===== src/design/box_pkg.sv =====
package box_pkg;

  // ##############################
  // window geometry
  // ##############################

  localparam int WIN        = 13;
  localparam int CENTER_ROW = 6;   // middle pixel of a column.
  localparam int CENTER_LAG = 6;   // columns between the newest one and the center.
  localparam int AREA       = WIN * WIN;

  // column counter, large enough to hold WIN + 1.
  localparam int CNT_W = 4;

  // center * AREA against box sum + offset * AREA.
  localparam int CMP_W = 17;

  // ##############################
  // vector types
  // ##############################

  typedef logic [7:0]       pixel_t;
  typedef logic [11:0]      col_sum_t;   // up to 13 * 255.
  typedef logic [15:0]      box_sum_t;   // up to 169 * 255.
  typedef logic [CNT_W-1:0] col_cnt_t;
  typedef logic [CMP_W-1:0] cmp_t;

  typedef pixel_t [WIN-1:0] column_t;

  // ##############################
  // pipeline structs
  // ##############################

  typedef struct packed {
    logic ld;       // first column of a row.
    logic sub_en;   // the oldest column leaves the window.
    logic full;     // this column completes a window.
  } ctrl_tag_t;

  typedef struct packed {
    logic      valid;
    ctrl_tag_t tag;
    col_sum_t  col_sum;
    pixel_t    center;
  } col_data_t;

endpackage

===== src/design/box_thresh_top.sv =====
`timescale 1ns/1ps

module box_thresh_top (
  input  logic               clk,
  input  logic               rst_n,
  input  logic               i_col_valid,
  input  logic               i_row_start,
  input  box_pkg::column_t   i_column,
  input  box_pkg::pixel_t    i_offset,
  output logic               o_valid,
  output logic               o_bin,
  output box_pkg::box_sum_t  o_box_sum,
  output box_pkg::pixel_t    o_center
);

  import box_pkg::*;

  logic      tag_valid;
  ctrl_tag_t tag;
  col_data_t col;
  logic      full_valid;
  box_sum_t  box_sum;
  pixel_t    center;

  window_ctrl i_window_ctrl (
    .clk         (clk),
    .rst_n       (rst_n),
    .i_col_valid (i_col_valid),
    .i_row_start (i_row_start),
    .o_tag_valid (tag_valid),
    .o_tag       (tag)
  );

  col_adder_tree i_col_adder_tree (
    .clk         (clk),
    .rst_n       (rst_n),
    .i_col_valid (i_col_valid),
    .i_column    (i_column),
    .i_tag_valid (tag_valid),
    .i_tag       (tag),
    .o_col       (col)
  );

  box_accum i_box_accum (
    .clk          (clk),
    .rst_n        (rst_n),
    .i_col        (col),
    .o_full_valid (full_valid),
    .o_box_sum    (box_sum),
    .o_center     (center)
  );

  threshold_cmp i_threshold_cmp (
    .clk          (clk),
    .rst_n        (rst_n),
    .i_full_valid (full_valid),
    .i_box_sum    (box_sum),
    .i_center     (center),
    .i_offset     (i_offset),
    .o_valid      (o_valid),
    .o_bin        (o_bin),
    .o_box_sum    (o_box_sum),
    .o_center     (o_center)
  );

endmodule


===== src/design/threshold_cmp.sv =====
`timescale 1ns/1ps

module threshold_cmp (
  input  logic               clk,
  input  logic               rst_n,
  input  logic               i_full_valid,
  input  box_pkg::box_sum_t  i_box_sum,
  input  box_pkg::pixel_t    i_center,
  input  box_pkg::pixel_t    i_offset,
  output logic               o_valid,
  output logic               o_bin,
  output box_pkg::box_sum_t  o_box_sum,
  output box_pkg::pixel_t    o_center
);

  import box_pkg::*;

  cmp_t center_scaled;
  cmp_t limit_scaled;

  // center > sum / AREA + offset, scaled by AREA on both sides.
  always_comb begin
    center_scaled = cmp_t'(i_center) * cmp_t'(AREA);
    limit_scaled  = cmp_t'(i_box_sum) + cmp_t'(i_offset) * cmp_t'(AREA);
  end

  always_ff @(posedge clk) begin
    if (!rst_n) begin
      o_valid   <= 1'b0;
      o_bin     <= 1'b0;
      o_box_sum <= '0;
      o_center  <= '0;
    end else begin
      o_valid   <= i_full_valid;
      o_bin     <= (center_scaled > limit_scaled);
      o_box_sum <= i_box_sum;
      o_center  <= i_center;
    end
  end

endmodule


===== src/design/box_accum.sv =====
`timescale 1ns/1ps

module box_accum (
  input  logic                clk,
  input  logic                rst_n,
  input  box_pkg::col_data_t  i_col,
  output logic                o_full_valid,
  output box_pkg::box_sum_t   o_box_sum,
  output box_pkg::pixel_t     o_center
);

  import box_pkg::*;

  col_sum_t col_hist [WIN];         // newest column sum at index 0.
  pixel_t   ctr_hist [CENTER_LAG];  // only the center lag is ever read back.
  box_sum_t box_sum_q;
  box_sum_t leaving;
  box_sum_t sum_next;

  // ##############################
  // running sum update
  // ##############################

  always_comb begin
    // with 13 columns held, the last entry is the one dropping out.
    if (i_col.tag.sub_en) begin
      leaving = box_sum_t'(col_hist[WIN-1]);
    end else begin
      leaving = '0;
    end

    if (i_col.tag.ld) begin
      sum_next = box_sum_t'(i_col.col_sum);  // a new row starts from this column.
    end else begin
      sum_next = box_sum_q + box_sum_t'(i_col.col_sum) - leaving;
    end
  end

  // ##############################
  // column histories
  // ##############################

  always_ff @(posedge clk) begin
    if (i_col.valid) begin
      col_hist[0] <= i_col.col_sum;
      for (int k = 1; k < WIN; k++) begin
        col_hist[k] <= col_hist[k-1];
      end
      ctr_hist[0] <= i_col.center;
      for (int k = 1; k < CENTER_LAG; k++) begin
        ctr_hist[k] <= ctr_hist[k-1];
      end
    end
  end

  // ##############################
  // outputs
  // ##############################

  always_ff @(posedge clk) begin
    if (!rst_n) begin
      box_sum_q    <= '0;
      o_full_valid <= 1'b0;
      o_center     <= '0;
    end else begin
      o_full_valid <= i_col.valid & i_col.tag.full;
      if (i_col.valid) begin
        box_sum_q <= sum_next;
        o_center  <= ctr_hist[CENTER_LAG-1];  // center sits six columns back.
      end
    end
  end

  assign o_box_sum = box_sum_q;

endmodule


===== src/design/col_adder_tree.sv =====
`timescale 1ns/1ps

module col_adder_tree (
  input  logic                clk,
  input  logic                rst_n,
  input  logic                i_col_valid,
  input  box_pkg::column_t    i_column,
  input  logic                i_tag_valid,
  input  box_pkg::ctrl_tag_t  i_tag,
  output box_pkg::col_data_t  o_col
);

  import box_pkg::*;

  // the tree below is laid out for a 13-pixel column.
  column_t    col_q;            // input register, same edge as the tag.
  logic [8:0] l1_sum [6];       // pairwise sums of pixels 0..11.
  pixel_t     l1_last;          // pixel 12 waits one level.
  logic [9:0] l2_sum [3];
  pixel_t     l2_last;
  logic [10:0] l3_sum [2];
  col_sum_t   l4_sum;

  // side band, one entry per tree level.
  logic [3:0] vld_q;
  ctrl_tag_t  tag_q [4];
  pixel_t     ctr_q [4];

  // ##############################
  // adder levels
  // ##############################

  always_ff @(posedge clk) begin
    if (!rst_n) begin
      col_q   <= '0;
      l1_last <= '0;
      l2_last <= '0;
      l4_sum  <= '0;
      for (int k = 0; k < 6; k++) l1_sum[k] <= '0;
      for (int k = 0; k < 3; k++) l2_sum[k] <= '0;
      l3_sum[0] <= '0;
      l3_sum[1] <= '0;
    end else begin
      if (i_col_valid) col_q <= i_column;  // hold the last column between strobes.

      for (int k = 0; k < 6; k++) begin
        l1_sum[k] <= 9'(col_q[2*k]) + 9'(col_q[2*k+1]);
      end
      l1_last <= col_q[WIN-1];

      for (int k = 0; k < 3; k++) begin
        l2_sum[k] <= 10'(l1_sum[2*k]) + 10'(l1_sum[2*k+1]);
      end
      l2_last <= l1_last;

      l3_sum[0] <= 11'(l2_sum[0]) + 11'(l2_sum[1]);
      l3_sum[1] <= 11'(l2_sum[2]) + 11'(l2_last);

      l4_sum <= col_sum_t'(l3_sum[0]) + col_sum_t'(l3_sum[1]);
    end
  end

  // ##############################
  // tag and center delay line
  // ##############################

  always_ff @(posedge clk) begin
    if (!rst_n) begin
      vld_q <= '0;
      for (int k = 0; k < 4; k++) begin
        tag_q[k] <= '0;
        ctr_q[k] <= '0;
      end
    end else begin
      vld_q    <= {vld_q[2:0], i_tag_valid};
      tag_q[0] <= i_tag;
      ctr_q[0] <= col_q[CENTER_ROW];
      for (int k = 1; k < 4; k++) begin
        tag_q[k] <= tag_q[k-1];
        ctr_q[k] <= ctr_q[k-1];
      end
    end
  end

  assign o_col = '{valid: vld_q[3], tag: tag_q[3], col_sum: l4_sum, center: ctr_q[3]};

endmodule


===== src/design/window_ctrl.sv =====
`timescale 1ns/1ps

module window_ctrl (
  input  logic                clk,
  input  logic                rst_n,
  input  logic                i_col_valid,
  input  logic                i_row_start,
  output logic                o_tag_valid,
  output box_pkg::ctrl_tag_t  o_tag
);

  import box_pkg::*;

  col_cnt_t  cnt_q;    // columns seen in this row, saturates at WIN.
  col_cnt_t  col_idx;  // position of the incoming column, 1-based.
  ctrl_tag_t tag_d;

  // ##############################
  // tag decode
  // ##############################

  always_comb begin
    if (i_row_start) begin
      col_idx = col_cnt_t'(1);
    end else begin
      col_idx = cnt_q + col_cnt_t'(1);
    end

    tag_d.ld     = i_row_start;
    tag_d.full   = (col_idx >= col_cnt_t'(WIN));
    tag_d.sub_en = (col_idx > col_cnt_t'(WIN));  // never on a row start.
  end

  // ##############################
  // column counter and tag register
  // ##############################

  always_ff @(posedge clk) begin
    if (!rst_n) begin
      cnt_q       <= '0;
      o_tag_valid <= 1'b0;
      o_tag       <= '0;
    end else begin
      o_tag_valid <= i_col_valid;
      o_tag       <= tag_d;
      if (i_col_valid) begin
        // once past WIN the count stays at WIN.
        if (tag_d.sub_en) begin
          cnt_q <= col_cnt_t'(WIN);
        end else begin
          cnt_q <= col_idx;
        end
      end
    end
  end

endmodule


===== config.mk =====
export PLATFORM = sky130hd
export DESIGN_NAME = box_thresh_top
export DESIGN_NICKNAME = d
export VERILOG_FILES = /design/src/design/box_pkg.sv /design/src/design/box_thresh_top.sv /design/src/design/threshold_cmp.sv /design/src/design/box_accum.sv /design/src/design/col_adder_tree.sv /design/src/design/window_ctrl.sv
export SDC_FILE = /design/constraint.sdc
export NUM_CORES = 1
export LEC_CHECK = 0
export BUFFER_PORTS_ARGS = -buffer_cell sky130_fd_sc_hd__buf_2
export CAP_MARGIN = 25
export CORE_ASPECT_RATIO = 0.7
export CORE_MARGIN = 4
export CORE_UTILIZATION = 45
export CTS_BUF_LIST = sky130_fd_sc_hd__clkbuf_16
export DETAILED_ROUTE_END_ITERATION = 8
export GPL_TIMING_DRIVEN = 0
export HOLD_SLACK_MARGIN = 0.02
export PLACE_DENSITY_LB_ADDON = 0.3
export SYNTH_ARGS = -nofsm -noshare
export SYNTH_HDL_FRONTEND = slang
export SYNTH_SLANG_ARGS = --single-unit

===== constraint.sdc =====
create_clock -name clk -period 8.05 [get_ports clk]
set_input_delay 0.805 -clock clk [delete_from_list [all_inputs] [get_ports clk]]
set_output_delay 0.805 -clock clk [all_outputs]
set_load 0.01 [all_outputs]

Yosys cells after proc, flatten, opt, wreduce, memory -nomap -nowiden. Memory sizes are Yosys's and may differ from the RTL's. A register that Yosys moved wholly into a read port is not among the register bits. Index checks and enable logic that the tools add are counted.

Add/sub/neg operators: 16. Multipliers: 2. Order comparisons: 3. Muxes and demuxes: 27. Bitwise gates (word level): 20. Reduce and logical (&&, ||, !) cells: 1.

Operator list (count): $add A8 B8 Y9 (6); $mux W9 (6); $mul A8 B8 Y16 const B (2); $mux W8 (4); $add A9 B9 Y10 (3); $mux W10 (3); $mux W11 (2); $or A1 B1 Y1 (19); $add A16 B16 Y17 (1); $gt A16 B17 Y1 (1); $add A16 B12 Y16 (1); $mux W16 (1); $sub A16 B12 Y16 (1); $add A11 B11 Y12 (1); $mux W12 (1); $mux W3 (4); $add A10 B10 Y11 (1); $add A10 B8 Y11 (1); $mux W4 (2); $add A4 B1 Y4 const B (1); $ge A4 B4 Y1 const B (1); $gt A4 B4 Y1 const B (1); $mux W1 (4); $and A1 B1 Y1 (1); $logic_not A1 Y1 (1).

Flip-flop bits (word level): 187. Bits in writable memories: 354. Input bits: 116. Output and inout port bits: 26. Logic and storage cells: 104. Memories: 7.

Memory list: i_box_accum.col_hist (depth 13, width 12, read ports 13, clocked after memory_dff 0, write ports 13, RTL line box_accum.sv:14) `col_sum_t col_hist [WIN];`; i_col_adder_tree.l1_sum (depth 6, width 9, read ports 6, clocked after memory_dff 0, write ports 6, RTL line col_adder_tree.sv:17) `logic [8:0] l1_sum [6];`; i_box_accum.ctr_hist (depth 6, width 8, read ports 6, clocked after memory_dff 1, write ports 6, RTL line box_accum.sv:15) `pixel_t ctr_hist [CENTER_LAG];`; i_col_adder_tree.ctr_q (depth 4, width 8, read ports 4, clocked after memory_dff 0, write ports 4, RTL line col_adder_tree.sv:27) `pixel_t ctr_q [4];`; i_col_adder_tree.l2_sum (depth 3, width 10, read ports 3, clocked after memory_dff 0, write ports 3, RTL line col_adder_tree.sv:19) `logic [9:0] l2_sum [3];`; i_col_adder_tree.l3_sum (depth 2, width 11, read ports 2, clocked after memory_dff 0, write ports 2, RTL line col_adder_tree.sv:21) `logic [10:0] l3_sum [2];`; 1 more memories.

Longest topological paths before layout.
Depth after elaboration: 4. Depth in mapped cells: 21. Mapped depth without buffers: 21.

Modules after synthesis. Synthesis repeated with hierarchy kept, for this count alone.

Cell total of the unflattened synthesis: 2069. Area total of the unflattened synthesis: 24354.6 um^2.

By module, submodules not included: col_adder_tree (times used 1, cells each 1192, area each 12115.4 um^2, sequential area each 5725.5 um^2); box_accum (times used 1, cells each 466, area each 8267.9 um^2, sequential area each 6626.4 um^2); threshold_cmp (times used 1, cells each 374, area each 3599.7 um^2, sequential area each 520.5 um^2); window_ctrl (times used 1, cells each 37, area each 371.6 um^2, sequential area each 160.2 um^2).

Worst setup path before layout. Ideal clock, no wire load.

Kind: flip-flop to flip-flop. Start: register i_col_adder_tree.vld_q[3]. End: register i_box_accum.box_sum_q[4], in the netlist i_box_accum.o_box_sum[4]. Setup time: 0.065 ns. Arrival: 5.946 ns. Data required time: 7.985 ns. Slack: 2.039 ns. Cell stages (with the launch flop): 6. Buffers on the path: 3. Period minus slack after synthesis: 6.011 ns. Path through: dfxtp_1 clkbuf_1 clkbuf_1 clkbuf_1 o21ai_0 nor2_1.

RTL lines: start: declaration (RTL line col_adder_tree.sv:25) `logic [3:0] vld_q;`; start signal: assignment (RTL line col_adder_tree.sv:75) `vld_q <= {vld_q[2:0], i_tag_valid};`; end signal: assignment (RTL line box_accum.sv:68) `box_sum_q <= sum_next;`; end: declaration (RTL line box_accum.sv:16) `box_sum_t box_sum_q;`.

Worst setup path after layout.
Start: input i_offset[1]. End: register i_threshold_cmp.o_bin.

Word-level cells in the longest chain between the ends: 3.

Ends and longest elaborated chain: start: declaration (RTL line box_thresh_top.sv:9) `input box_pkg::pixel_t i_offset,`; $mul A8 B8 Y16 (RTL line threshold_cmp.sv:24) `limit_scaled = cmp_t'(i_box_sum) + cmp_t'(i_offset) * cmp_t'(AREA);`; $add A16 B16 Y17 (RTL line threshold_cmp.sv:24); $gt A16 B17 Y1 (RTL line threshold_cmp.sv:35) `o_bin <= (center_scaled > limit_scaled);`; end signal: assignment (RTL line threshold_cmp.sv:35); end: declaration (RTL line threshold_cmp.sv:11) `output logic o_bin,`.

Every way passes these cells. A chain may end at the register's enable or synchronous reset.

==> impl_metrics.json <==
{
  "status": "finished clean",
  "rows": 71,
  "worstMarginPinSlew_ps": 1060,
  "syn-num-nets": 2482,
  "required_ps": 8500,
  "drive_above_1_share_pct": 9.97,
  "drt_iter0_markers": 883,
  "postCtsHoldBufs": 0,
  "path_class": "input pin to flop",
  "clk_latency_ps": 600,
  "total_power_uw": 6420,
  "ant_nets": 0,
  "nNetsFinal": 2677,
  "finalHoldViolCount": 0,
  "timing.slew.headroom_pct": 29.4,
  "internal_power_uw": 4860,
  "ys_warn_count": 0,
  "max_freq_ghz": 0.197,
  "final_common_cell": "dfxtp_1",
  "cts-root-buf": "clkbuf_16",
  "switching_power_uw": 1550,
  "syn_inst": 2090,
  "period_minus_slack_ps": 5080,
  "worst_path_dominant_cell_family": "adder cells",
  "route.vias.total": 14987,
  "num_io_pins": 142,
  "endpoint_kind": "flop",
  "synth_cell_types": 59,
  "overflow": 0,
  "wire_per_inst_um": 16.5,
  "cts_setup_buffers": 0,
  "worstPathCellList": "buf_2 > ha_1 > fa_1 > fa_1 > inv_1 > fa_1 > inv_1 > ha_1 > o21ai_0 > a21boi_0 > and3_1 > o41a_1 > o31ai_2 > nand2b_1 > a21oi_1 > xor2_1 > ha_1 > nand2_1 > nor2_1 > a2111oi_0 > nor3_1",
  "met2_length_um": 21100,
  "htreeDepth": 2,
  "yosysSeqAreaShare_pct": 53.0,
  "groute.usage.overall_pct": 17.4,
  "cts_tree": "done",
  "met1_length_um": 25400,
  "fin_util_pct": 52.2,
  "layoutNonFillerInstCount": 3059,
  "synth.avg_cell_area_um2": 11.8,
  "p_leak_uw": 0.0123,
  "highest_layer": "met4",
  "cap_viol_max_count": 0,
  "antenna_found_initial": 5,
  "p_sw_share_pct": 24.2,
  "finalMaxSlewViolations": 0,
  "ir_drop_mv": 0.154,
  "synth-edff-count": 204,
  "ctsResizeCount": 0,
  "final_cell_mix": "dfxtp_1 (344), ha_1 (226), edfxtp_1 (204)",
  "post-place-cells": 2962,
  "skew_ps": 20.4,
  "clock_sinks": 549,
  "start_util_pct": 45.6,
  "synthArstFlopShare_pct": 0,
  "ys_seq_elements": 549,
  "crit_buf_inv": 3,
  "slowest_stage": "fa_1",
  "grt_pass1_wl_um": 80800,
  "fillers": 4726,
  "power_frac_seq_pct": 47.0,
  "post-route-period-util_pct": 63.1,
  "synth_flop_cell": "dfxtp_1",
  "core-area_um2": 53800,
  "hold_class": "flop to flop",
  "drc": 0,
  "grt_setup_unrepaired": "no",
  "met3_wirelength_um": 2500,
  "design_area_um2": 28100,
  "syn_area_um2": 24600,
  "grt_max_degree": 76,
  "start_kind": "input pin",
  "grt_pass1_vias": 15175,
  "routed_via_density": 4.90,
  "port_buffers": 138,
  "dpl.hpwl_um": 37700,
  "setup_viol": 0,
  "slowest_delay_ps": 550,
  "fp.dieArea_um2": 58500,
  "cts_made_buffers": 51,
  "clk_path_buf_depth": 3,
  "place.gp.congestion": 0.837,
  "cp.arrival_ps": 5530,
  "powerDensity_nw_per_um2": 229,
  "first_pass_iters": 5,
  "die_y_um": 204,
  "die_width_um": 287,
  "dpl_cell_area_um2": 26300,
  "wirelength_um": 50300,
  "critPathMaxFanout": 3,
  "area_growth_pct": 14.3,
  "path_clk_slew_ps": 60,
  "p_comb_share_pct": 13.0,
  "clkPwrFrac_pct": 40.0
}
==> logic make-up after synthesis <==
group                      count (synthesis)  synth area share, %
and+or+nand+nor                          578                 13.7
adders and majority gates                276                 15.6
buffers and inverters                    228                 3.51
xor gates and xnor gates                  78                 2.78
DFF                                      549                 53.0
AOI/OAI and AO/OA                        265                 6.71
muxes                                    116                 4.73
==> cell usage after synthesis (6+ instances only) <==
cell	number	area (um^2)
a211oi_1	10	75.1
a21o_1	40	300
a21oi_1	72	360
and2_1	161	1010
and3_1	11	68.8
buf_1	6	22.5
clkbuf_1	49	184
dfxtp_1	345	6910
edfxtp_1	204	6130
fa_1	50	1000
ha_1	226	2830
inv_1	167	627
mux2i_1	116	1160
nand2_1	38	143
nand2b_1	25	156
nor2_1	76	285
nor2b_1	175	1090
nor3_1	30	150
nor3b_1	25	188
o211ai_1	6	45.0
o21a_1	14	105
o21ai_0	78	390
o41ai_1	9	78.8
or3_1	12	75.1
xnor2_1	41	359
xor2_1	37	324
==> final cells by class <==
class	instances	area, um^2	share of cell area (%)
multi-input cells	1313	10700	38.0
repair buffers	142	776	2.76
flip-flops and latches	549	13000	46.4
diodes	1	2.50	0.00891
plain buffers	60	231	0.824
inverters	168	631	2.25
clock inverters	43	497	1.77
clock buffers	53	1330	4.72
well taps	730	913	3.25
==> through the flow <==
stage	setup TNS, ps	hold WS, ps	setup slack, ps
after floorplan	0	386	2040
after global placement	-1470	387	-171
after detailed placement	0	389	2420
after CTS	0	405	3000
after global routing	0	407	2690
final	0	405	2970
==> routing by layer <==
layer	track usage (%)	vias to the layer above
li1	-	7547
met1	25.9	7064
met2	26.3	301
met3	2.80	75
met4	5.41	0
met5	0	-
==> worst register-to-register path, cell delays in order (launching register included) <==
cell and delay [ps]:
dfxtp_1 460, ha_1 280, ha_1 300, ha_1 270, inv_1 50, fa_1 530
inv_1 70, fa_1 460, a21o_1 180, a21oi_1 210, nor2b_1 90, o21ai_1 190
a21boi_1 150, o21ai_0 260, nand2b_1 110, xnor2_1 190, ha_1 280, nor2b_1 140
o21ai_0 140, a21oi_1 100, a2111oi_0 310, nor3_1 140
==> path summary, 6_finish.rpt <==
path / start / endpoint / slack [ps] / depth (start not counted)
hold / removal: i_col_adder_tree.ctr_q[3][7] / i_box_accum.ctr_hist[0][7] / 400 / 0
setup reg to reg: i_box_accum.o_box_sum[4] / i_threshold_cmp.o_bin / 3000 / 21
setup / recovery: i_offset[1] / i_threshold_cmp.o_bin / 2970 / 21
hold reg to reg: i_col_adder_tree.ctr_q[3][7] / i_box_accum.ctr_hist[0][7] / 400 / 0
==> registers in the layout (all words and copies together), names as in the netlist, 16 cells and up <==
name / flops
i_box_accum.o_box_sum: 16
i_col_adder_tree.col_q: 104
i_col_adder_tree.l2_sum: 30
i_col_adder_tree.ctr_q: 32
i_col_adder_tree.l3_sum: 22
i_box_accum.col_hist: 156
i_col_adder_tree.l1_sum: 54
i_threshold_cmp.o_box_sum: 16
i_box_accum.ctr_hist: 48
==> power groups by stage <==
stage / clock network, uW / logic (uW) / registers, uW
6_report: 2570 / 837 / 3020
5_1_grt: 2750 / 955 / 3020
4_1_cts: 2640 / 839 / 3020
3_5_place_dp: 0 / 830 / 3080
3_3_place_gp: 0 / 805 / 3080
2_1_floorplan: 0 / 621 / 3050
(Power assumes the default switching activity.)
